### config.mk
export PLATFORM = sky130hd
export DESIGN_NAME = rev_queue_flat
export DESIGN_NICKNAME = d
export VERILOG_FILES = /design/src/hdl/memlink_pkg.sv /design/src/hdl/rsp_if.sv /design/src/hdl/rev_queue.sv /design/src/flat_wrapper.sv
export SDC_FILE = /design/constraint.sdc
export NUM_CORES = 1
export LEC_CHECK = 0
export BUFFER_PORTS_ARGS = -buffer_cell sky130_fd_sc_hd__buf_2
export CELL_PAD_IN_SITES_DETAIL_PLACEMENT = 1
export CELL_PAD_IN_SITES_GLOBAL_PLACEMENT = 2
export CORE_MARGIN = 2
export CORE_UTILIZATION = 36
export CTS_CLUSTER_SIZE = 12
export DETAILED_ROUTE_END_ITERATION = 16
export GPL_ROUTABILITY_DRIVEN = 1
export PLACE_DENSITY = 0.92
export SETUP_SLACK_MARGIN = 0.3
export SLEW_MARGIN = 30
export SYNTH_ARGS = -nofsm -noshare
export SYNTH_HDL_FRONTEND = slang
export SYNTH_SLANG_ARGS = --single-unit
### constraint.sdc
create_clock -name clk_i -period 4.6 [get_ports clk_i]
set_input_delay 0.23 -clock clk_i [delete_from_list [all_inputs] [get_ports clk_i]]
set_output_delay 0.23 -clock clk_i [all_outputs]
set_load 0.01 [all_outputs]
### src/hdl/memlink_pkg.sv
// Widths, types and address map of the memory endpoint
// Addresses are byte addresses; memory words ignore the low two bits
// Everything at or above MEM_LIMIT belongs to the host block
package memlink_pkg;

  localparam int ADDR_W    = 12;
  localparam int DATA_W    = 32;
  localparam int TAG_W     = 4;
  localparam int NUM_CORES = 4;
  localparam int TRACE_W   = 8;
  localparam int MEM_WORDS = 256;
  localparam int IDX_W     = $clog2(MEM_WORDS);

  // Word index position inside a byte address
  localparam int IDX_LSB = 2;

  // Byte address of a request
  typedef logic [ADDR_W-1:0] addr_t;

  // Request and response data
  typedef logic [DATA_W-1:0] data_t;

  // Echoed back on the response
  typedef logic [TAG_W-1:0] tag_t;

  typedef logic [IDX_W-1:0] word_idx_t;

  // One sticky bit per core
  typedef logic [NUM_CORES-1:0] finish_t;

  typedef logic [TRACE_W-1:0] trace_en_t;

  // Address map
  localparam addr_t MEM_LIMIT   = 12'h400;
  localparam addr_t FINISH_ADDR = 12'h800;
  localparam addr_t TRACE_ADDR  = 12'h804;

endpackage

### src/hdl/rsp_if.sv
// One response from a target to the reverse queue
// Transfers when valid and ready are both high; fields hold until then
`timescale 1ns/1ps

interface rsp_if;
  import memlink_pkg::*;

  logic  valid;
  logic  ready;
  tag_t  tag;
  data_t data;
  logic  err;

  modport src (output valid, output tag, output data, output err, input ready);

  modport dst (input valid, input tag, input data, input err, output ready);

endinterface

### src/hdl/rev_queue.sv
// Two-entry reverse FIFO fed by the memory and host responses
// Memory wins when both offer; one response enters per cycle
`timescale 1ns/1ps

module rev_queue
  (
  input  logic               clk_i,
  input  logic               rst_i,
  rsp_if.dst                 mem_rsp,
  rsp_if.dst                 host_rsp,
  output logic               rev_v_o,
  output logic               rev_err_o,
  output memlink_pkg::tag_t  rev_tag_o,
  output memlink_pkg::data_t rev_data_o,
  input  logic               rev_ready_i
  );
  import memlink_pkg::*;

  tag_t       tag_q  [2];
  data_t      data_q [2];
  logic       err_q  [2];
  logic       wr_ptr_q;
  logic       rd_ptr_q;
  logic [1:0] count_q;
  logic       space;
  logic       push;
  logic       pop;

  assign space          = (count_q != 2'd2);
  assign mem_rsp.ready  = space;
  assign host_rsp.ready = space & ~mem_rsp.valid;
  assign push           = space & (mem_rsp.valid | host_rsp.valid);
  assign pop            = rev_v_o & rev_ready_i;

  always_ff @(posedge clk_i)
  begin
    if (rst_i)
    begin
      wr_ptr_q <= 1'b0;
      rd_ptr_q <= 1'b0;
      count_q  <= '0;
    end
    else
    begin
      if (push)
        wr_ptr_q <= ~wr_ptr_q;
      if (pop)
        rd_ptr_q <= ~rd_ptr_q;
      if (push && !pop)
        count_q <= count_q + 2'd1;
      else if (pop && !push)
        count_q <= count_q - 2'd1;
    end
  end

  always_ff @(posedge clk_i)
  begin
    if (push)
    begin
      tag_q[wr_ptr_q]  <= mem_rsp.valid ? mem_rsp.tag  : host_rsp.tag;
      data_q[wr_ptr_q] <= mem_rsp.valid ? mem_rsp.data : host_rsp.data;
      err_q[wr_ptr_q]  <= mem_rsp.valid ? mem_rsp.err  : host_rsp.err;
    end
  end

  // Head entry drives the reverse channel
  assign rev_v_o    = (count_q != 2'd0);
  assign rev_tag_o  = tag_q[rd_ptr_q];
  assign rev_data_o = data_q[rd_ptr_q];
  assign rev_err_o  = err_q[rd_ptr_q];

endmodule

### src/flat_wrapper.sv
// flat-port wrapper written by rule: the top's interface ports become plain ports
module rev_queue_flat import memlink_pkg::*;
  (clk_i, rst_i, rev_v_o, rev_err_o, rev_tag_o, rev_data_o, rev_ready_i, mem_rsp_valid, mem_rsp_tag, mem_rsp_data, mem_rsp_err, mem_rsp_ready, host_rsp_valid, host_rsp_tag, host_rsp_data, host_rsp_err, host_rsp_ready);
  rsp_if mem_rsp_i ();
  rsp_if host_rsp_i ();
  input  logic clk_i;
  input  logic rst_i;
  output logic rev_v_o;
  output logic rev_err_o;
  output memlink_pkg::tag_t rev_tag_o;
  output memlink_pkg::data_t rev_data_o;
  input  logic rev_ready_i;
  input wire logic [$bits(mem_rsp_i.valid)-1:0] mem_rsp_valid;
  input wire logic [$bits(mem_rsp_i.tag)-1:0] mem_rsp_tag;
  input wire logic [$bits(mem_rsp_i.data)-1:0] mem_rsp_data;
  input wire logic [$bits(mem_rsp_i.err)-1:0] mem_rsp_err;
  output wire logic [$bits(mem_rsp_i.ready)-1:0] mem_rsp_ready;
  input wire logic [$bits(host_rsp_i.valid)-1:0] host_rsp_valid;
  input wire logic [$bits(host_rsp_i.tag)-1:0] host_rsp_tag;
  input wire logic [$bits(host_rsp_i.data)-1:0] host_rsp_data;
  input wire logic [$bits(host_rsp_i.err)-1:0] host_rsp_err;
  output wire logic [$bits(host_rsp_i.ready)-1:0] host_rsp_ready;
  assign mem_rsp_i.valid = mem_rsp_valid;
  assign mem_rsp_i.tag = mem_rsp_tag;
  assign mem_rsp_i.data = mem_rsp_data;
  assign mem_rsp_i.err = mem_rsp_err;
  assign mem_rsp_ready = mem_rsp_i.ready;
  assign host_rsp_i.valid = host_rsp_valid;
  assign host_rsp_i.tag = host_rsp_tag;
  assign host_rsp_i.data = host_rsp_data;
  assign host_rsp_i.err = host_rsp_err;
  assign host_rsp_ready = host_rsp_i.ready;
  rev_queue u_core (.clk_i(clk_i), .rst_i(rst_i), .mem_rsp(mem_rsp_i), .host_rsp(host_rsp_i), .rev_v_o(rev_v_o), .rev_err_o(rev_err_o), .rev_tag_o(rev_tag_o), .rev_data_o(rev_data_o), .rev_ready_i(rev_ready_i));
endmodule
==> results.cfg <==
[global_routing]
grt.met2_usage_pct = 23.7
track_usage_pct = 13.1
grt_pass1_wl_um = 9920
grt-ovfl-total = 0
grt_max_degree = 40
use_met3_pct = 4.32
grt_busiest_layer = met2
use_met1_pct = 14.6
antenna_found_initial = 0
grt_pass1_vias = 2050

[power]
switching_share_pct = 28.0
power.density_nw_per_um2 = 524
peakVddDrop_uv = 224
combPwrFrac_pct = 28.3
p_leak_nw = 1.67
clkPwrFrac_pct = 23.6
switching_power_mw = 0.622
power_frac_seq_pct = 48.1
p_total_mw = 2.22
p_int_mw = 1.60

[synthesis]
ys_ff_latch = 79
synth.avg_cell_area_um2 = 18.2
synth_warnings = 0
yosysSeqAreaShare_pct = 69.6
syn-num-nets = 263
syn_area_um2 = 3340
syn-instance-count = 183
synth.distinct_cells = 15

[flow_run]
cap_violations = 0

[routing]
firstDrtPassIters = 4
drtIter0Drc = 17
vias = 1941
wl_per_cell_um = 15.0
viasPerCell = 4.61
drt_wl_total_um = 6330
drcViolationCount = 0
drt.antenna.violating_nets = 0

[floorplanning]
start_util_pct = 36.6
die_area_um2 = 10100
die_h_um = 100
dieWidth_um = 100
rows = 35
ios = 119
core_um2 = 9110

[worst_setup_path]
reg2reg_slack_ps = 2390
critPathBufInv = 3
cp_top_family = buffers and inverters
cp-end-kind = register
worstPathMaxFanout = 39
cp_slowest_cell = buf_2
crit_type = input port to register
worstPathArrival_ps = 2400
path_cells = buf_2 > nor2_1 > or3_1 > inv_1 > buf_4
cp.required_ps = 4610
critPathLaunchType = input port
slowest_delay_ps = 640

[layout]
ff_latch_area_um2 = 2320
multiInputGateArea_um2 = 955
nets = 386
fillers = 946
layout-drive-gt1-share_pct = 68.1
num_antenna_cells = 0
areaGrowthSynthToFinish_pct = 27.1

[clocking]
cts_sinks = 79
cts_resized = 0
cts_setup_buffers = 0
cts_tree = built
clk_latency_ps = 330
clk_pin_slew_ps = 70
htreeDepth = 3
cts_max_path_buffers = 2
clockRootBuffer = clkbuf_8
cts_buffers = 9
cts_hold_buf = 0

[sta]
post-route-min-period_ps = 2390
fin_setup_tns_ps = 0
worst_pin_slew_ps = 869
drv_slew = 0
timing.final.crit_share_pct = 52.0
relSlewSlack_pct = 42.0
timing.hold.ws_ps = 126
hold_viol = 0
setup_viol = 0
skew_ps = 7.18
fmax_mhz = 418
rsz0062_at_grt = false

[placement]
port_buffers = 118
gp_congestion = 0.677
dp.final_hpwl_um = 4530

[run_status]
run_status = finished clean

[worst_hold_path]
hold_path_class = input port to register
[cell usage in the layout (no fill, tap or decap)]
cell type  instances
mux2_2            74
clkbuf_1           1
a21oi_1            2
bufinv_16          2
or3_1              2
dfxtp_1            4
buf_4              1
clkinv_1           1
clkinv_2           2
buf_2            118
dfxtp_2            1
buf_12             1
ha_1               1
nor2b_2            1
edfxtp_1          74
o21ai_0            3
or2_2              1
xor2_1             3
nor2_1             6
clkbuf_8           9
and2_2             1
inv_1              2
[kinds of logic after synthesis]
family,Yosys count,synth area share [%]
AND/OR/NAND/NOR,11,1.69
buffers and inverters,10,1.87
adder cells (fa/ha/maj),1,0.375
multiplexers,74,25.0
flip-flops,79,69.6
XOR/XNOR,3,0.787
AO/OA/AOI/OAI,5,0.750
[final timing paths]
| kind | start | to | cells past startpoint |
|---|---|---|---|
| max | mem_rsp_valid | u_core.tag_q[0][0] | 5 |
| min | rst_i | u_core.wr_ptr_q | 2 |
| max reg2reg | u_core.count_q[0] | u_core.tag_q[0][0] | 4 |
| min reg2reg | u_core.rd_ptr_q | u_core.rd_ptr_q | 2 |
[metal layers]
layer | wire length [µm] | vias to the layer above
met1 | 2480 | 921
met3 | 353 | 6
li1 | - | 946
met4 | 48 | 0
met2 | 3450 | 68
met5 | 0 | -
[sequential cells by signal, summed over array words and instances, names as in the netlist, named ones only]
signal / count
u_core.tag_q: 8
u_core.err_q: 2
u_core.rd_ptr_q: 1
u_core.wr_ptr_q: 1
u_core.count_q: 2
u_core.data_q: 64
[power groups by stage]
stage / logic (mW) / clock network [mW] / registers (mW)
after floorplan: 0.441 / 0 / 1.03
after global placement: 0.617 / 0 / 1.08
after detailed placement: 0.633 / 0 / 1.09
after CTS: 0.638 / 0.542 / 1.08
after global routing: 0.687 / 0.572 / 1.09
final: 0.630 / 0.524 / 1.07
[final cells by class]
| class | instances | share of cell area (%) |
|---|---|---|
| Inverter | 2 | 0.177 |
| Multi-Input combinational cell | 94 | 22.5 |
| Clock buffer | 10 | 3.01 |
| Sequential cell | 79 | 54.7 |
| Tap cell | 111 | 3.27 |
| Timing Repair Buffer | 120 | 14.6 |
| Clock inverter | 5 | 1.74 |
[stage by stage]
stage | instance area [µm²] | instances | setup WS (ps) | util [%]
floorplan | 3340 | 183 | 2630 | -
global placement | 4020 | 405 | 1870 | 44.2
detailed placement | 4020 | 405 | 1780 | 44.2
CTS | 4220 | 420 | 2150 | 46.4
global route | 4240 | 421 | 1980 | 46.6
finish | 4240 | 421 | 2210 | 46.6
[synth_stat cells, drive strengths merged]
| cell | instances | area share (%) |
|---|---|---|
| o21ai | 3 | 0.45 |
| and2 | 1 | 0.19 |
| nor2b | 1 | 0.26 |
| dfxtp | 5 | 3.0 |
| or3 | 2 | 0.37 |
| ha | 1 | 0.37 |
| a21oi | 2 | 0.30 |
| or2 | 1 | 0.19 |
| edfxtp | 74 | 67 |
| buf | 8 | 1.6 |
| inv | 2 | 0.22 |
| mux2 | 74 | 25 |
| xor2 | 3 | 0.79 |
| nor2 | 6 | 0.67 |
Power figures use the tool's default switching activity.
