### src/hdl/memlink_pkg.sv
// Widths, types and address map of the memory endpoint
// Addresses are byte addresses; memory words ignore the low two bits
// Everything at or above MEM_LIMIT belongs to the host block
package memlink_pkg;

  localparam int ADDR_W    = 12;
  localparam int DATA_W    = 32;
  localparam int TAG_W     = 4;
  localparam int NUM_CORES = 4;
  localparam int TRACE_W   = 8;
  localparam int MEM_WORDS = 256;
  localparam int IDX_W     = $clog2(MEM_WORDS);

  // Word index position inside a byte address
  localparam int IDX_LSB = 2;

  // Byte address of a request
  typedef logic [ADDR_W-1:0] addr_t;

  // Request and response data
  typedef logic [DATA_W-1:0] data_t;

  // Echoed back on the response
  typedef logic [TAG_W-1:0] tag_t;

  typedef logic [IDX_W-1:0] word_idx_t;

  // One sticky bit per core
  typedef logic [NUM_CORES-1:0] finish_t;

  typedef logic [TRACE_W-1:0] trace_en_t;

  // Address map
  localparam addr_t MEM_LIMIT   = 12'h400;
  localparam addr_t FINISH_ADDR = 12'h800;
  localparam addr_t TRACE_ADDR  = 12'h804;

endpackage

### src/hdl/req_if.sv
// One decoded request from the decoder to a target
// Transfers when valid and ready are both high; fields hold until then
`timescale 1ns/1ps

interface req_if;
  import memlink_pkg::*;

  logic  valid;
  logic  ready;
  logic  wr;
  addr_t addr;
  tag_t  tag;
  data_t data;

  modport src (output valid, output wr, output addr, output tag, output data,
               input ready);

  modport dst (input valid, input wr, input addr, input tag, input data,
               output ready);

endinterface

### src/hdl/fwd_decoder.sv
// Holds one forward request and offers it to the target chosen by address
// Sender must keep fields stable until the request transfers
`timescale 1ns/1ps

module fwd_decoder
  (
  input  logic               clk_i,
  input  logic               rst_i,
  input  logic               fwd_v_i,
  input  logic               fwd_wr_i,
  input  memlink_pkg::addr_t fwd_addr_i,
  input  memlink_pkg::tag_t  fwd_tag_i,
  input  memlink_pkg::data_t fwd_data_i,
  output logic               fwd_ready_o,
  req_if.src                 mem_req,
  req_if.src                 host_req
  );
  import memlink_pkg::*;

  logic  full_q;
  logic  host_q;
  logic  wr_q;
  addr_t addr_q;
  tag_t  tag_q;
  data_t data_q;
  logic  drain;
  logic  accept;

  // Selected target takes the held request this cycle
  assign drain       = full_q & (host_q ? host_req.ready : mem_req.ready);
  assign fwd_ready_o = ~full_q | drain;
  assign accept      = fwd_v_i & fwd_ready_o;

  always_ff @(posedge clk_i)
  begin
    if (rst_i)
      full_q <= 1'b0;
    else if (accept)
      full_q <= 1'b1;
    else if (drain)
      full_q <= 1'b0;
  end

  always_ff @(posedge clk_i)
  begin
    if (accept)
    begin
      host_q <= (fwd_addr_i >= MEM_LIMIT);
      wr_q   <= fwd_wr_i;
      addr_q <= fwd_addr_i;
      tag_q  <= fwd_tag_i;
      data_q <= fwd_data_i;
    end
  end

  assign mem_req.valid  = full_q & ~host_q;
  assign mem_req.wr     = wr_q;
  assign mem_req.addr   = addr_q;
  assign mem_req.tag    = tag_q;
  assign mem_req.data   = data_q;

  assign host_req.valid = full_q & host_q;
  assign host_req.wr    = wr_q;
  assign host_req.addr  = addr_q;
  assign host_req.tag   = tag_q;
  assign host_req.data  = data_q;

endmodule

### src/flat_wrapper.sv
// flat-port wrapper written by rule: the top's interface ports become plain ports
module fwd_decoder_flat import memlink_pkg::*;
  (clk_i, rst_i, fwd_v_i, fwd_wr_i, fwd_addr_i, fwd_tag_i, fwd_data_i, fwd_ready_o, mem_req_valid, mem_req_wr, mem_req_addr, mem_req_tag, mem_req_data, mem_req_ready, host_req_valid, host_req_wr, host_req_addr, host_req_tag, host_req_data, host_req_ready);
  req_if mem_req_i ();
  req_if host_req_i ();
  input  logic clk_i;
  input  logic rst_i;
  input  logic fwd_v_i;
  input  logic fwd_wr_i;
  input  memlink_pkg::addr_t fwd_addr_i;
  input  memlink_pkg::tag_t fwd_tag_i;
  input  memlink_pkg::data_t fwd_data_i;
  output logic fwd_ready_o;
  output wire logic [$bits(mem_req_i.valid)-1:0] mem_req_valid;
  output wire logic [$bits(mem_req_i.wr)-1:0] mem_req_wr;
  output wire logic [$bits(mem_req_i.addr)-1:0] mem_req_addr;
  output wire logic [$bits(mem_req_i.tag)-1:0] mem_req_tag;
  output wire logic [$bits(mem_req_i.data)-1:0] mem_req_data;
  input wire logic [$bits(mem_req_i.ready)-1:0] mem_req_ready;
  output wire logic [$bits(host_req_i.valid)-1:0] host_req_valid;
  output wire logic [$bits(host_req_i.wr)-1:0] host_req_wr;
  output wire logic [$bits(host_req_i.addr)-1:0] host_req_addr;
  output wire logic [$bits(host_req_i.tag)-1:0] host_req_tag;
  output wire logic [$bits(host_req_i.data)-1:0] host_req_data;
  input wire logic [$bits(host_req_i.ready)-1:0] host_req_ready;
  assign mem_req_valid = mem_req_i.valid;
  assign mem_req_wr = mem_req_i.wr;
  assign mem_req_addr = mem_req_i.addr;
  assign mem_req_tag = mem_req_i.tag;
  assign mem_req_data = mem_req_i.data;
  assign mem_req_i.ready = mem_req_ready;
  assign host_req_valid = host_req_i.valid;
  assign host_req_wr = host_req_i.wr;
  assign host_req_addr = host_req_i.addr;
  assign host_req_tag = host_req_i.tag;
  assign host_req_data = host_req_i.data;
  assign host_req_i.ready = host_req_ready;
  fwd_decoder u_core (.clk_i(clk_i), .rst_i(rst_i), .fwd_v_i(fwd_v_i), .fwd_wr_i(fwd_wr_i), .fwd_addr_i(fwd_addr_i), .fwd_tag_i(fwd_tag_i), .fwd_data_i(fwd_data_i), .fwd_ready_o(fwd_ready_o), .mem_req(mem_req_i), .host_req(host_req_i));
endmodule
### config.mk
export PLATFORM = sky130hd
export DESIGN_NAME = fwd_decoder_flat
export DESIGN_NICKNAME = d
export VERILOG_FILES = /design/src/hdl/memlink_pkg.sv /design/src/hdl/req_if.sv /design/src/hdl/fwd_decoder.sv /design/src/flat_wrapper.sv
export SDC_FILE = /design/constraint.sdc
export NUM_CORES = 1
export LEC_CHECK = 0
export BUFFER_PORTS_ARGS = -buffer_cell sky130_fd_sc_hd__buf_2
export CORE_MARGIN = 1.5
export CORE_UTILIZATION = 35
export DETAILED_ROUTE_END_ITERATION = 8
export GPL_TIMING_DRIVEN = 0
export PLACE_DENSITY = 0.73
export SYNTH_ARGS = -nofsm -noshare
export SYNTH_HDL_FRONTEND = slang
export SYNTH_SLANG_ARGS = --single-unit
### constraint.sdc
create_clock -name clk_i -period 7.4 [get_ports clk_i]
set_input_delay 1.11 -clock clk_i [delete_from_list [all_inputs] [get_ports clk_i]]
set_output_delay 1.11 -clock clk_i [all_outputs]
set_load 0.03 [all_outputs]
==> impl_metrics.toml <==
[synth]
synth_largest_area_cell = "sky130_fd_sc_hd__edfxtp_1"
synth_adder_area_share = 0
largest_family_of_logic_cells_by_synthesized_area = "buffers and inverters"
post_synth_instance_area_um2 = 1950
yosys-mux-area-fraction = 0.00513
synth-xor-area-share = 0
synth.lib_cells_used.distinct = 12
synth.yosys.warnings = 0
syn_inst = 109
yosysSeqAreaShare = 0.779
postSynthAreaPerCell_um2 = 17.9
ys_top_cells_by_area = "sky130_fd_sc_hd__edfxtp_1, sky130_fd_sc_hd__buf_4, sky130_fd_sc_hd__dfxtp_1"
synth-seq-cells = 51
synth.net_count = 163
synth_simple_gate_area_share = 0.0167
fraction_of_the_mapped_netlist_area_in_compound_gates = 0.00833
synth_top_area_frac = 0.769

[setup_path]
critical_path.reg2reg.endpoint = "u_core.host_req.data[4]$_DFFE_PP_"
crit_fanout = 3
ff2ff_path_depth = 3
ff2ff_setup_slack_ns = 5.47
critical_path.startpoint_type = "input port"
r2r_start = "u_core.host_q$_DFFE_PP_"
crit_type = "in -> out"
crit_required_ns = 6.29
critPathCaptureType = "output pin"
cp.arrival_ns = 1.84

[pwr]
share_clk_of_total_power = 0.308
internal_power_uw = 527
peakVddDrop_mv = 0.152
seqPwrFrac = 0.485
switching_share = 0.263
total_switching_power_uw = 188
power_density_nw_per_um2 = 240
power.combinational.fraction = 0.207
power.static_leakage_uw = 0.00145

[finish]
flow.area_growth_from_synthesis_pct = 52.9
nNetsFinal = 325
layout.cells.most_common = "sky130_fd_sc_hd__buf_2"
seqCellArea_um2 = 1520
multi_input_area_um2 = 70.1
final_layout_size_suffix_gt1_frac = 0.790
n_antenna_cell = 0
layout_common_cells = "sky130_fd_sc_hd__buf_2, sky130_fd_sc_hd__edfxtp_1, sky130_fd_sc_hd__buf_4"
n_fill_cell = 471

[routing]
post-route-drc-count = 0
route.vias.total = 1367
ant_nets = 0
vias_per_cell = 3.97
drt_pre_antenna_iters = 2
initialDrtViolationCount = 8
detail_route.wirelength_mm = 4.10
avgRoutedWirePerCell_um = 11.9

[floorplanning]
die_area_um2 = 6030
number_of_core_rows = 27
die_x_um = 77.7
effective_utilization_at_floorplan = 0.359
core_area_um2 = 5440
boundaryPins = 155
floorplan.die.height_um = 77.7

[worst_hold_path]
timing.hold.worst.start = "u_core.full_q$_SDFFE_PP0P_"
min_delay_path_depth = 2
worst_hold_path_type = "reg -> reg"
hold-path-endpoint = "u_core.full_q$_SDFFE_PP0P_"

[job]
timing.max_cap.violations = 0

[global_routing]
grt_overflow = 0
number_of_antenna_violations_at_the_first_check_in_global_routing = 0
maximum_number_of_pins_on_one_net_before_global_route_repair = 27
grt_use_total = 0.133
grt_pass1_wl_mm = 5.89
number_of_global_route_vias_before_repair = 1268

[clock_network]
cts_hold_buf = 0
htree_levels = 2
numCtsBuffers = 5
cts-resized-gates = 0
cts_setup_buffers = 0
cts.sink_count = 51
worst_setup_hold_path_clk_slew_ns = 0.09
cts-root-to-sink-buffers = 2
tritoncts = "yes"
clk-insertion-delay-late_ns = 0.29
clockRootBuffer = "sky130_fd_sc_hd__clkbuf_8"

[timing]
post_route_hold_slack_ns = 0.735
final.period_utilization = 0.399
setup_repair_after_global_routing_missed_its_margin = "false"
setup_viol = 0
finalHoldViolCount = 0
layout_min_cycle_time_ns = 2.95
final-max-slew-violation-count = 0
timing.slew.headroom = 0.409
totalNegativeSetupSlack_ns = 0
fmax_mhz = 339
fin_worst_skew_ns = 0.00679
max_slew.worst_pin.slew_ns = 0.885

[place]
gp_routability_congestion = 0.705
io_buffers = 154
detailed_place_hpwl_mm = 3.30

[run_status]
run_status = "completed"
-- critical path, cell delays in order --
cell and delay (ns):
sky130_fd_sc_hd__buf_2 0.10, sky130_fd_sc_hd__mux2i_1 0.34, sky130_fd_sc_hd__nand2_1 0.10, sky130_fd_sc_hd__buf_2 0.19
-- sequential cells by signal, summed over array words and instances, names as in the netlist --
register and cells:
u_core.full_q 1, u_core.host_q 1, u_core.host_req.addr 12, u_core.host_req.data 32
u_core.host_req.tag 4, u_core.host_req.wr 1
-- kinds of logic after synthesis --
family	Yosys count
AND/OR/NAND/NOR	5
multiplexers	1
AO/OA/AOI/OAI	2
flip-flops	51
buffers and inverters	50
-- per-layer routing --
layer | track usage | wire length (um) | vias up
met2 | 0.232 | 2190 | 86
li1 | - | - | 656
met1 | 0.130 | 1360 | 621
met3 | 0.0682 | 498 | 4
met5 | 0 | 0 | -
met4 | 0.0600 | 49 | 0
-- worst max-delay path by stage --
stage,slack [ns],to,from,cells after the start
final,4.45,fwd_ready_o,host_req_ready,4
after global routing,4.41,fwd_ready_o,host_req_ready,4
after CTS,4.43,fwd_ready_o,host_req_ready,4
after detailed placement,4.43,fwd_ready_o,host_req_ready,4
after global placement,0.57,u_core.host_req.data[3]$_DFFE_PP_,host_req_ready,3
after floorplan,1.99,u_core.host_q$_DFFE_PP_,host_req_ready,2
-- per-stage QoR --
step | instance area [um^2] | total power (uW) | worst slack (ns) | std cells | utilization
after floorplan | 1950 | 455 | 1.99 | 109 | -
after global placement | 2810 | 501 | 0.570 | 335 | 0.517
after detailed placement | 2850 | 504 | 4.43 | 336 | 0.524
after CTS | 2980 | 726 | 4.43 | 344 | 0.549
after global routing | 2980 | 740 | 4.41 | 344 | 0.549
final | 2980 | 716 | 4.45 | 344 | 0.549
-- power groups by stage --
stage	registers [uW]	logic [uW]	clock network (uW)
6_report	347	148	220
5_1_grt	350	155	235
4_1_cts	348	150	228
3_5_place_dp	354	149	0
3_3_place_gp	357	144	0
2_1_floorplan	390	65.1	0
-- cells in the mapped netlist (all sizes together) --
| cell type | n |
|---|---|
| nand2 | 1 |
| edfxtp | 50 |
| and2b | 1 |
| a21boi | 1 |
| buf | 49 |
| or2 | 1 |
| mux2i | 1 |
| nor2b | 1 |
| and2 | 1 |
| a22o | 1 |
| dfxtp | 1 |
| inv | 1 |
-- layout make-up --
class,count,share of cell area
plain buffers,49,0.123
clock buffers,6,0.0243
clock inverters,2,0.0201
inverters,1,0.00126
multi-input cells,8,0.0235
flip-flops and latches,51,0.510
well taps,72,0.0302
repair buffers,155,0.268
Power figures use the tool's default switching activity.
