[src/hdl/memlink_pkg.sv]
// Widths, types and address map of the memory endpoint
// Addresses are byte addresses; memory words ignore the low two bits
// Everything at or above MEM_LIMIT belongs to the host block
package memlink_pkg;

  localparam int ADDR_W    = 12;
  localparam int DATA_W    = 32;
  localparam int TAG_W     = 4;
  localparam int NUM_CORES = 4;
  localparam int TRACE_W   = 8;
  localparam int MEM_WORDS = 256;
  localparam int IDX_W     = $clog2(MEM_WORDS);

  // Word index position inside a byte address
  localparam int IDX_LSB = 2;

  // Byte address of a request
  typedef logic [ADDR_W-1:0] addr_t;

  // Request and response data
  typedef logic [DATA_W-1:0] data_t;

  // Echoed back on the response
  typedef logic [TAG_W-1:0] tag_t;

  typedef logic [IDX_W-1:0] word_idx_t;

  // One sticky bit per core
  typedef logic [NUM_CORES-1:0] finish_t;

  typedef logic [TRACE_W-1:0] trace_en_t;

  // Address map
  localparam addr_t MEM_LIMIT   = 12'h400;
  localparam addr_t FINISH_ADDR = 12'h800;
  localparam addr_t TRACE_ADDR  = 12'h804;

endpackage

[src/hdl/req_if.sv]
// One decoded request from the decoder to a target
// Transfers when valid and ready are both high; fields hold until then
`timescale 1ns/1ps

interface req_if;
  import memlink_pkg::*;

  logic  valid;
  logic  ready;
  logic  wr;
  addr_t addr;
  tag_t  tag;
  data_t data;

  modport src (output valid, output wr, output addr, output tag, output data,
               input ready);

  modport dst (input valid, input wr, input addr, input tag, input data,
               output ready);

endinterface

[src/hdl/rsp_if.sv]
// One response from a target to the reverse queue
// Transfers when valid and ready are both high; fields hold until then
`timescale 1ns/1ps

interface rsp_if;
  import memlink_pkg::*;

  logic  valid;
  logic  ready;
  tag_t  tag;
  data_t data;
  logic  err;

  modport src (output valid, output tag, output data, output err, input ready);

  modport dst (input valid, input tag, input data, input err, output ready);

endinterface

[src/hdl/host_regs.sv]
// Host device target with sticky finish bits and trace enables
// Only FINISH_ADDR and TRACE_ADDR are mapped; others answer with err
`timescale 1ns/1ps

module host_regs
  (
  input  logic                   clk_i,
  input  logic                   rst_i,
  req_if.dst                     req,
  rsp_if.src                     rsp,
  output memlink_pkg::finish_t   finish_o,
  output memlink_pkg::trace_en_t trace_en_o
  );
  import memlink_pkg::*;

  finish_t   finish_q;
  trace_en_t trace_q;
  logic      hit_finish;
  logic      hit_trace;
  logic      accept;
  logic      valid_q;
  tag_t      tag_q;
  data_t     data_q;
  logic      err_q;
  data_t     rd_data;

  assign hit_finish = (req.addr == FINISH_ADDR);
  assign hit_trace  = (req.addr == TRACE_ADDR);
  assign req.ready  = ~valid_q | rsp.ready;
  assign accept     = req.valid & req.ready;

  // Read value before any write in the same cycle
  assign rd_data = hit_finish ? data_t'(finish_q) :
                   hit_trace  ? data_t'(trace_q)  : '0;

  always_ff @(posedge clk_i)
  begin
    if (rst_i)
    begin
      finish_q <= '0;
      trace_q  <= '0;
      valid_q  <= 1'b0;
    end
    else
    begin
      if (accept && req.wr && hit_finish)
        finish_q <= finish_q | req.data[NUM_CORES-1:0];
      if (accept && req.wr && hit_trace)
        trace_q <= req.data[TRACE_W-1:0];
      if (accept)
        valid_q <= 1'b1;
      else if (rsp.ready)
        valid_q <= 1'b0;
    end
  end

  always_ff @(posedge clk_i)
  begin
    if (accept)
    begin
      tag_q  <= req.tag;
      err_q  <= ~(hit_finish | hit_trace);
      data_q <= req.wr ? '0 : rd_data;
    end
  end

  assign rsp.valid  = valid_q;
  assign rsp.tag    = tag_q;
  assign rsp.data   = data_q;
  assign rsp.err    = err_q;
  assign finish_o   = finish_q;
  assign trace_en_o = trace_q;

endmodule

[src/flat_wrapper.sv]
// flat-port wrapper written by rule: the top's interface ports become plain ports
module host_regs_flat import memlink_pkg::*;
  (clk_i, rst_i, finish_o, trace_en_o, req_valid, req_wr, req_addr, req_tag, req_data, req_ready, rsp_valid, rsp_tag, rsp_data, rsp_err, rsp_ready);
  req_if req_i ();
  rsp_if rsp_i ();
  input  logic clk_i;
  input  logic rst_i;
  output memlink_pkg::finish_t finish_o;
  output memlink_pkg::trace_en_t trace_en_o;
  input wire logic [$bits(req_i.valid)-1:0] req_valid;
  input wire logic [$bits(req_i.wr)-1:0] req_wr;
  input wire logic [$bits(req_i.addr)-1:0] req_addr;
  input wire logic [$bits(req_i.tag)-1:0] req_tag;
  input wire logic [$bits(req_i.data)-1:0] req_data;
  output wire logic [$bits(req_i.ready)-1:0] req_ready;
  output wire logic [$bits(rsp_i.valid)-1:0] rsp_valid;
  output wire logic [$bits(rsp_i.tag)-1:0] rsp_tag;
  output wire logic [$bits(rsp_i.data)-1:0] rsp_data;
  output wire logic [$bits(rsp_i.err)-1:0] rsp_err;
  input wire logic [$bits(rsp_i.ready)-1:0] rsp_ready;
  assign req_i.valid = req_valid;
  assign req_i.wr = req_wr;
  assign req_i.addr = req_addr;
  assign req_i.tag = req_tag;
  assign req_i.data = req_data;
  assign req_ready = req_i.ready;
  assign rsp_valid = rsp_i.valid;
  assign rsp_tag = rsp_i.tag;
  assign rsp_data = rsp_i.data;
  assign rsp_err = rsp_i.err;
  assign rsp_i.ready = rsp_ready;
  host_regs u_core (.clk_i(clk_i), .rst_i(rst_i), .req(req_i), .rsp(rsp_i), .finish_o(finish_o), .trace_en_o(trace_en_o));
endmodule
[config.mk]
export PLATFORM = sky130hd
export DESIGN_NAME = host_regs_flat
export DESIGN_NICKNAME = d
export VERILOG_FILES = /design/src/hdl/memlink_pkg.sv /design/src/hdl/req_if.sv /design/src/hdl/rsp_if.sv /design/src/hdl/host_regs.sv /design/src/flat_wrapper.sv
export SDC_FILE = /design/constraint.sdc
export NUM_CORES = 1
export LEC_CHECK = 0
export BUFFER_PORTS_ARGS = -buffer_cell sky130_fd_sc_hd__clkbuf_2
export CAP_MARGIN = 20
export CORE_MARGIN = 2
export CORE_UTILIZATION = 40
export CTS_BUF_LIST = sky130_fd_sc_hd__clkbuf_8
export DETAILED_ROUTE_END_ITERATION = 8
export PLACE_DENSITY = 0.86
export SLEW_MARGIN = 15
export SYNTH_ARGS = -nofsm -noshare
export SYNTH_HDL_FRONTEND = slang
export SYNTH_SLANG_ARGS = --single-unit
[constraint.sdc]
create_clock -name clk_i -period 2.05 [get_ports clk_i]
set_input_delay 0.41 -clock clk_i [delete_from_list [all_inputs] [get_ports clk_i]]
set_output_delay 0.41 -clock clk_i [all_outputs]
set_load 0.05 [all_outputs]
==> results.json, run 1 <==
{
  "status": "finished clean",
  "place_ws_ns": 0.0309,
  "max_cap_viol_count": 0,
  "synthFlopType": "edfxtp_1",
  "clk_pin_slew_ns": 0.08,
  "p_leak_nw": 0.689,
  "tns_ns": 0,
  "whs_path_depth": 1,
  "instances_no_fill": 215,
  "rsz0062_at_grt": "false",
  "gr-usage-all-layers": 0.150,
  "post_cts_buffers": 0,
  "p_per_area_nw_per_um2": 683,
  "first_iter_violations": 28,
  "crit_family": "simple AND/OR/NAND/NOR gates",
  "coreArea_um2": 3050,
  "fin_ws_ns": 0.309,
  "clock.fmax_mhz": 574,
  "grt.overflow.total": 0,
  "area_delta_synth_final_pct": 21.6,
  "clk_latency_ns": 0.26,
  "maxSlewHeadroom": 0.635,
  "clockRootBuffer": "clkbuf_8",
  "cp_num_buf_inv": 1,
  "period_share": 0.849,
  "antenna_found_initial": 0,
  "hpwl_um": 2070,
  "cts.sink_count": 26,
  "slowest_delay_ns": 0.57,
  "cts_tree": "done",
  "routedWlPerCell_um": 12.2,
  "hold_buffers": 0,
  "synth_warnings": 0,
  "fp-row-count": 20,
  "vias": 1027,
  "firstDrtPassIters": 4,
  "setup_viol": 0,
  "port_buffers": 55,
  "fin_util": 0.508,
  "synth_edf_count": 13,
  "synth-seq-area-share": 0.510,
  "reg2reg_depth": 4,
  "ys_top_cells_by_count": "buf_4 (24), dfxtp_1 (13), edfxtp_1 (13)",
  "start_kind": "primary input",
  "worst_pin_slew_ns": 0.547,
  "first_global_vias": 912,
  "worst_path_max_delay_cell": "or4b_4",
  "globalplace.congestion": 0.738,
  "synth_seq_cells": 26,
  "drc_errors": 0,
  "finalNetCount": 225,
  "worstSetupEndpointType": "register",
  "ir_drop_mv": 0.237,
  "start_util": 0.418,
  "netlist_area_um2": 1270,
  "diodes": 0,
  "cp_data_required_time_ns": 2.20,
  "drive_gt1_frac": 0.404,
  "wirelength_um": 2630,
  "cts_max_path_buffers": 2,
  "cts_resized": 0,
  "synth_top_area_frac": 0.306,
  "avgSynthCellArea_um2": 11.2,
  "synthTopCellsByArea": "edfxtp_1 (31%), dfxtp_1 (20%), buf_4 (14%)",
  "hp-class": "primary input to register",
  "cts.htree.levels": 1,
  "ios": 104,
  "synthDistinctLibCells": 28,
  "crit_chain": "clkbuf_2 -> or4b_4 -> or3b_1 -> o21ai_0 -> a21oi_1",
  "finClkSkew_ns": 0.00450,
  "fp.dieW_um": 60.5,
  "drv_slew": 0,
  "vias_per_cell": 4.78,
  "placed_cells": 211,
  "die_h_um": 60.5,
  "die_area_um2": 3650,
  "grt_max_degree": 15,
  "synthMostInstantiatedCell": "buf_4",
  "cp.depth": 5,
  "hold_viol": 0,
  "final_antenna_net_count": 0,
  "cp_max_fo": 8,
  "grt_first_pass_wirelength_um": 3990,
  "synth_cells": 114,
  "numCtsBuffers": 3,
  "synth.largest_area_cell": "edfxtp_1",
  "worstSetupPathType": "primary input to register",
  "synthArstFlopShare": 0,
  "fin_crit_ns": 1.74,
  "cp.arrival_ns": 1.89
}
-- worst register-to-register path: stages, from the launching register on --
cell	delay, ns
dfxtp_1	0.32
nand2b_1	0.14
or3b_1	0.50
o21ai_0	0.22
a21oi_1	0.09
-- metal layers --
metal,routed length (um),up-vias,global-route usage
met4,35,0,0.0559
met3,346,5,0.0512
met5,0,-,0
li1,-,488,-
met1,929,472,0.148
met2,1320,62,0.287
-- layout by cell type, fill, tap and decap left out, types with 2 or more instances in the layout --
cell	n
nand2_1	2
and2_1	5
o21ai_0	8
dfxtp_1	13
a21oi_1	9
nor2_1	4
a41oi_1	4
nand4_1	8
clkbuf_2	55
buf_4	4
nor4_2	2
clkbuf_8	3
conb_1	24
a22o_1	4
edfxtp_1	13
inv_1	3
-- path summary, 6_finish.rpt --
kind,start,endpoint,slack [ns]
hold reg to reg,u_core.trace_en_o[6]$_SDFFE_PP0P_,u_core.trace_en_o[6]$_SDFFE_PP0P_,0.49
hold / removal,req_tag[2],u_core.rsp.tag[2]$_DFFE_PP_,0.32
setup / recovery,req_addr[10],u_core.trace_en_o[2]$_SDFFE_PP0P_,0.31
setup reg to reg,u_core.rsp.valid$_SDFFE_PP0P_,u_core.trace_en_o[2]$_SDFFE_PP0P_,0.67
-- logic make-up (layout without fill, tap and decap cells) --
kind of cell,after synthesis,after routing,synth area share
buffers and inverters,31,65,0.181
AND/OR/NAND/NOR,31,31,0.185
flip-flops,26,26,0.510
AO/OA/AOI/OAI,25,25,0.122
other,1,24,0.00294
-- report_power, final --
| group | switching (mW) | internal, mW | leakage (nW) |
|---|---|---|---|
| sequential | 0.00355 | 0.559 | 0.232 |
| combinational | 0.185 | 0.0348 | 0.430 |
| clock | 0.144 | 0.134 | 0.0269 |
| total | 0.332 | 0.727 | 0.689 |
-- sequential cells by signal (all words and copies together) (netlist names) --
name / flops
u_core.finish_o: 4
u_core.rsp.data: 8
u_core.rsp.err: 1
u_core.rsp.tag: 4
u_core.rsp.valid: 1
u_core.trace_en_o: 8
-- cell type report --
cell class / count / area [um2]
Clock inverter: 1 / 3.75
Sequential cell: 26 / 651
Multi-Input combinational cell: 80 / 487
Tap cell: 44 / 55.1
Inverter: 2 / 7.51
Timing Repair Buffer: 59 / 305
Fill cell: 291 / 1500
Clock buffer: 3 / 41.3
-- stage by stage --
step | hold slack [ns] | power (mW) | area (um2)
3_3_place_gp | 0.472 | 0.791 | 1510
3_5_place_dp | 0.479 | 0.794 | 1510
6_report | 0.316 | 1.06 | 1550
5_1_grt | 0.309 | 1.10 | 1550
4_1_cts | 0.319 | 1.06 | 1550
2_1_floorplan | 0.479 | 0.782 | 1360
(Power assumes the default switching activity.)
==> run 2, diff against run 1 <==
--- a/config.mk
+++ b/config.mk
@@ -8,10 +8,10 @@
 export BUFFER_PORTS_ARGS = -buffer_cell sky130_fd_sc_hd__clkbuf_2
 export CAP_MARGIN = 20
 export CORE_MARGIN = 2
-export CORE_UTILIZATION = 40
+export CORE_UTILIZATION = 36
 export CTS_BUF_LIST = sky130_fd_sc_hd__clkbuf_8
 export DETAILED_ROUTE_END_ITERATION = 8
-export PLACE_DENSITY = 0.86
+export PLACE_DENSITY = 0.82
 export SLEW_MARGIN = 15
 export SYNTH_ARGS = -nofsm -noshare
 export SYNTH_HDL_FRONTEND = slang
==> constraint.sdc (replaced) <==
create_clock -name clk_i -period 1.55 [get_ports clk_i]
set_input_delay 0.31 -clock clk_i [delete_from_list [all_inputs] [get_ports clk_i]]
set_output_delay 0.31 -clock clk_i [all_outputs]
set_load 0.05 [all_outputs]
==> results.json, run 2 (synthesis gave the netlist of run 1 again) <==
{
  "status": "complete, but fails checks",
  "violations": "negative setup slack",
  "cts.sink_count": 26,
  "period_share": 1.00,
  "fin_ws_ns": -0.00321,
  "firstDrtPassIters": 4,
  "clockRootBuffer": "clkbuf_8",
  "first_global_vias": 852,
  "max_cap_viol_count": 0,
  "whs_ns": 0.224,
  "wirelength_um": 2400,
  "start_util": 0.379,
  "hold_buffers": 0,
  "setup_viol": 2,
  "final-seq-area_um2": 652,
  "hold_viol": 0,
  "fp.dieW_um": 63.5,
  "multi_input_comb_area_um2": 509,
  "whs_path_depth": 1,
  "min_from": "req_tag[3]",
  "globalplace.congestion": 0.737,
  "worstSetupEndpointType": "register",
  "start_kind": "primary input",
  "rsz0062_at_grt": "true",
  "gr-usage-all-layers": 0.112,
  "drv_slew": 0,
  "clk_pin_slew_ns": 0.08,
  "fin_crit_ns": 1.55,
  "worstSetupPathType": "primary input to register",
  "cts_tree": "done",
  "cts.htree.levels": 1,
  "fp-row-count": 21,
  "grt_first_pass_wirelength_um": 3590,
  "reg2reg_depth": 4,
  "ir_drop_mv": 0.299,
  "hp-class": "primary input to register",
  "maxSlewHeadroom": 0.662,
  "vias_per_cell": 4.61,
  "drive_gt1_frac": 0.463,
  "final_common_cell": "clkbuf_2",
  "port_buffers": 55,
  "routedWlPerCell_um": 10.8,
  "first_iter_violations": 20,
  "cp_data_required_time_ns": 1.70,
  "area_delta_synth_final_pct": 28.6,
  "grt.overflow.total": 0,
  "finalNetCount": 231,
  "vias": 1027,
  "cp_max_fo": 8,
  "antenna_found_initial": 0,
  "post_dp_cell_area_um2": 1560,
  "timing.rr.start": "u_core.rsp.valid$_SDFFE_PP0P_",
  "numCtsBuffers": 3,
  "p_per_area_nw_per_um2": 888,
  "ios": 104,
  "cp.arrival_ns": 1.70,
  "cts_max_path_buffers": 2,
  "p_leak_nw": 0.732,
  "hpwl_um": 1950,
  "finClkSkew_ns": 0.00294,
  "reg2reg_slack_ns": 0.28,
  "worst_pin_slew_ns": 0.507,
  "die_area_um2": 4030,
  "coreArea_um2": 3360,
  "num-fill-cells": 329,
  "final_antenna_net_count": 0,
  "clk_latency_ns": 0.26,
  "clock.fmax_mhz": 644,
  "whs_endpoint": "u_core.rsp.tag[3]$_DFFE_PP_",
  "timing.rr.end": "u_core.trace_en_o[0]$_SDFFE_PP0P_",
  "diodes": 0,
  "fin_area_um2": 1640,
  "die_h_um": 63.5,
  "grt_max_degree": 15,
  "mostFrequentLayoutCells": "clkbuf_2 (55), conb_1 (24), edfxtp_1 (13), dfxtp_1 (12), a21oi_1 (9)",
  "drc_errors": 0
}
run 2: worst max-delay path, cell delays in order:
cell and delay [ns]:
clkbuf_2 0.08, or4b_4 0.55, or3b_1 0.50, o21ai_1 0.17, a21oi_1 0.08
run 2: per-layer routing:
| metal | vias up | track usage | part of all wire |
|---|---|---|---|
| met2 | 52 | 0.222 | 0.55 |
| met3 | 4 | 0.0179 | 0.075 |
| met5 | - | 0 | 0 |
| met1 | 472 | 0.103 | 0.35 |
| li1 | 499 | - | - |
| met4 | 0 | 0.0734 | 0.020 |
run 2: report_power, final:
group	total, mW	internal [mW]	switching (mW)
Clock	0.409	0.226	0.183
Sequential	0.743	0.739	0.00440
Combinational	0.303	0.0563	0.247
Total	1.45	1.02	0.433
run 2: how the worst max path moves through the flow:
stage / startpoint / to / slack (ns) / cells past startpoint
6_report: req_addr[10] / u_core.trace_en_o[0]$_SDFFE_PP0P_ / -0.003 / 5
5_1_grt: req_addr[10] / u_core.trace_en_o[6]$_SDFFE_PP0P_ / -0.06 / 7
4_1_cts: req_addr[10] / u_core.trace_en_o[0]$_SDFFE_PP0P_ / 0.004 / 5
3_5_place_dp: req_addr[10] / u_core.trace_en_o[0]$_SDFFE_PP0P_ / -0.30 / 7
3_3_place_gp: req_addr[10] / u_core.trace_en_o[6]$_SDFFE_PP0P_ / -0.26 / 7
2_1_floorplan: req_addr[10] / u_core.rsp.data[0]$_SDFFCE_PP0P_ / -0.15 / 4
run 2: through the flow:
step	TNS, ns	setup slack (ns)	util	total power [mW]	cells
after floorplan	-2.13	-0.150	-	1.04	137
after global placement	-4.71	-0.259	0.464	1.06	219
after detailed placement	-5.24	-0.299	0.464	1.06	219
after CTS	0	0.00375	0.481	1.46	223
after global routing	-0.671	-0.0574	0.487	1.51	223
final	-0.00354	-0.00321	0.487	1.45	223
run 2: cell type report:
class,instances,share of cell area
well taps,46,0.0351
inverters,2,0.00458
clock buffers,4,0.0336
flip-flops and latches,26,0.398
repair buffers,65,0.218
multi-input cells,80,0.311
run 2: what timing repair did:
action                     CTS  global route
setup buffers                0             0
gates resized for setup      1             5
pin swaps                    1             7
setup endpoints to repair    2            19
==> run 3, diff against run 2 <==
==> constraint.sdc (replaced) <==
create_clock -name clk_i -period 1.3 [get_ports clk_i]
set_input_delay 0.26 -clock clk_i [delete_from_list [all_inputs] [get_ports clk_i]]
set_output_delay 0.26 -clock clk_i [all_outputs]
set_load 0.05 [all_outputs]
==> results.json, run 3 (synthesis gave the netlist of run 1 again) <==
{
  "tns_ns": -3.09,
  "drive_gt1_frac": 0.541,
  "drc_errors": 0,
  "first_global_vias": 920,
  "multi_input_comb_area_um2": 558,
  "cts.sink_count": 26,
  "fin_area_um2": 1720,
  "hold_buffers": 0,
  "num-fill-cells": 309,
  "first_iter_violations": 15,
  "reg2reg_depth": 4,
  "critPathLaunch": "req_addr[10]",
  "whs_ns": 0.170,
  "cp_data_required_time_ns": 1.43,
  "fp-row-count": 21,
  "worstSetupEndpointType": "register",
  "reg2reg_slack_ns": 0.07,
  "drv_slew": 0,
  "period_share": 1.16,
  "top_layer_used": "met4",
  "whs_path_depth": 1,
  "mostFrequentLayoutCells": "clkbuf_2 (54), conb_1 (24), buf_4 (14), edfxtp_1 (13), dfxtp_1 (12)",
  "numCtsBuffers": 3,
  "wirelength_um": 2620,
  "globalplace.congestion": 0.747,
  "timing.rr.start": "u_core.rsp.valid$_SDFFE_PP0P_",
  "gr-usage-all-layers": 0.123,
  "ir_drop_mv": 0.455,
  "cts.htree.levels": 1,
  "hp-class": "primary input to register",
  "die_area_um2": 4030,
  "grt_max_degree": 15,
  "firstDrtPassIters": 4,
  "cts_tree": "done",
  "min_from": "req_tag[2]",
  "clk_latency_ns": 0.26,
  "fin_crit_ns": 1.50,
  "port_buffers": 55,
  "fin_ws_ns": -0.204,
  "clk_pin_slew_ns": 0.08,
  "start_util": 0.379,
  "antenna_found_initial": 0,
  "hold_viol": 0,
  "p_per_area_nw_per_um2": 1020,
  "start_kind": "primary input",
  "timing.rr.end": "u_core.trace_en_o[7]$_SDFFE_PP0P_",
  "coreArea_um2": 3360,
  "final_common_cell": "clkbuf_2",
  "area_delta_synth_final_pct": 34.6,
  "fin_util": 0.510,
  "rsz0062_at_grt": "true",
  "diodes": 0,
  "grt_first_pass_wirelength_um": 3920,
  "setup_viol": 20,
  "post_dp_cell_area_um2": 1590,
  "final_antenna_net_count": 0,
  "die_h_um": 63.5,
  "fp.dieW_um": 63.5,
  "cp.arrival_ns": 1.64,
  "worstSetupPathType": "primary input to register",
  "clock.fmax_mhz": 665,
  "final-seq-area_um2": 652,
  "whs_endpoint": "u_core.rsp.tag[2]$_DFFE_PP_",
  "ios": 104,
  "max_cap_viol_count": 0,
  "hpwl_um": 1990,
  "met2_length_um": 1440,
  "vias": 1048,
  "p_leak_nw": 0.752,
  "finalNetCount": 235,
  "violations": "negative setup slack",
  "clockRootBuffer": "clkbuf_8",
  "wl_met1_um": 921,
  "routedWlPerCell_um": 11.5,
  "status": "complete, but fails checks",
  "finClkSkew_ns": 0.00137,
  "vias_per_cell": 4.62,
  "cts_max_path_buffers": 2,
  "cp_max_fo": 8,
  "met3_length_um": 181,
  "grt.overflow.total": 0
}
-- run 3: cell count changes in the layout (fill, tap and decap cells not counted), sizes merged --
cell / change
buf: +5
clkbuf: -1
-- run 3: final cells by class --
class                           count  area share
Clock buffer                        4      0.0321
Inverter                            2     0.00437
Multi-Input combinational cell     80       0.325
Sequential cell                    26       0.380
Tap cell                           46      0.0335
Timing Repair Buffer               69       0.225
-- run 3: how the worst max path moves through the flow --
stage / to / slack [ns] / depth (start not counted)
floorplan: u_core.rsp.data[0]$_SDFFCE_PP0P_ / -0.35 / 4
global placement: u_core.trace_en_o[3]$_SDFFE_PP0P_ / -0.45 / 5
detailed placement: u_core.trace_en_o[3]$_SDFFE_PP0P_ / -0.50 / 5
CTS: u_core.rsp.data[5]$_SDFFCE_PP0P_ / -0.19 / 6
global route: u_core.rsp.data[5]$_SDFFCE_PP0P_ / -0.26 / 6
finish: u_core.rsp.data[5]$_SDFFCE_PP0P_ / -0.20 / 6
-- run 3: stage by stage --
| step | power [mW] | cells | setup WS [ns] |
|---|---|---|---|
| 6_report | 1.75 | 227 | -0.204 |
| 5_1_grt | 1.82 | 227 | -0.262 |
| 4_1_cts | 1.76 | 226 | -0.188 |
| 3_5_place_dp | 1.27 | 222 | -0.498 |
| 3_3_place_gp | 1.27 | 222 | -0.454 |
| 2_1_floorplan | 1.24 | 137 | -0.350 |
-- run 3: worst max-delay path: stages --
cell and delay [ns]:
clkbuf_2 0.08, or4b_4 0.56, or2_4 0.27, nor4_4 0.14, buf_4 0.19, and2_1 0.14
-- run 3: what timing repair did --
item                                    4_1_cts  5_1_grt
buffers inserted                              0        1
resized for setup                             9        8
pin swaps                                     5        3
gates cloned                                  0        0
endpoints found under the setup margin       22       22
-- run 3: routing by layer --
metal  vias up  track usage
li1        507            -
met1       488        0.126
met2        47        0.228
met3         6       0.0125
met4         0       0.0924
met5         -            0
-- run 3: report_power, final --
part | internal [mW] | total [mW] | leakage, nW | switching (mW)
combinational | 0.0759 | 0.373 | 0.491 | 0.297
sequential | 0.881 | 0.887 | 0.232 | 0.00600
clock | 0.270 | 0.495 | 0.0288 | 0.225
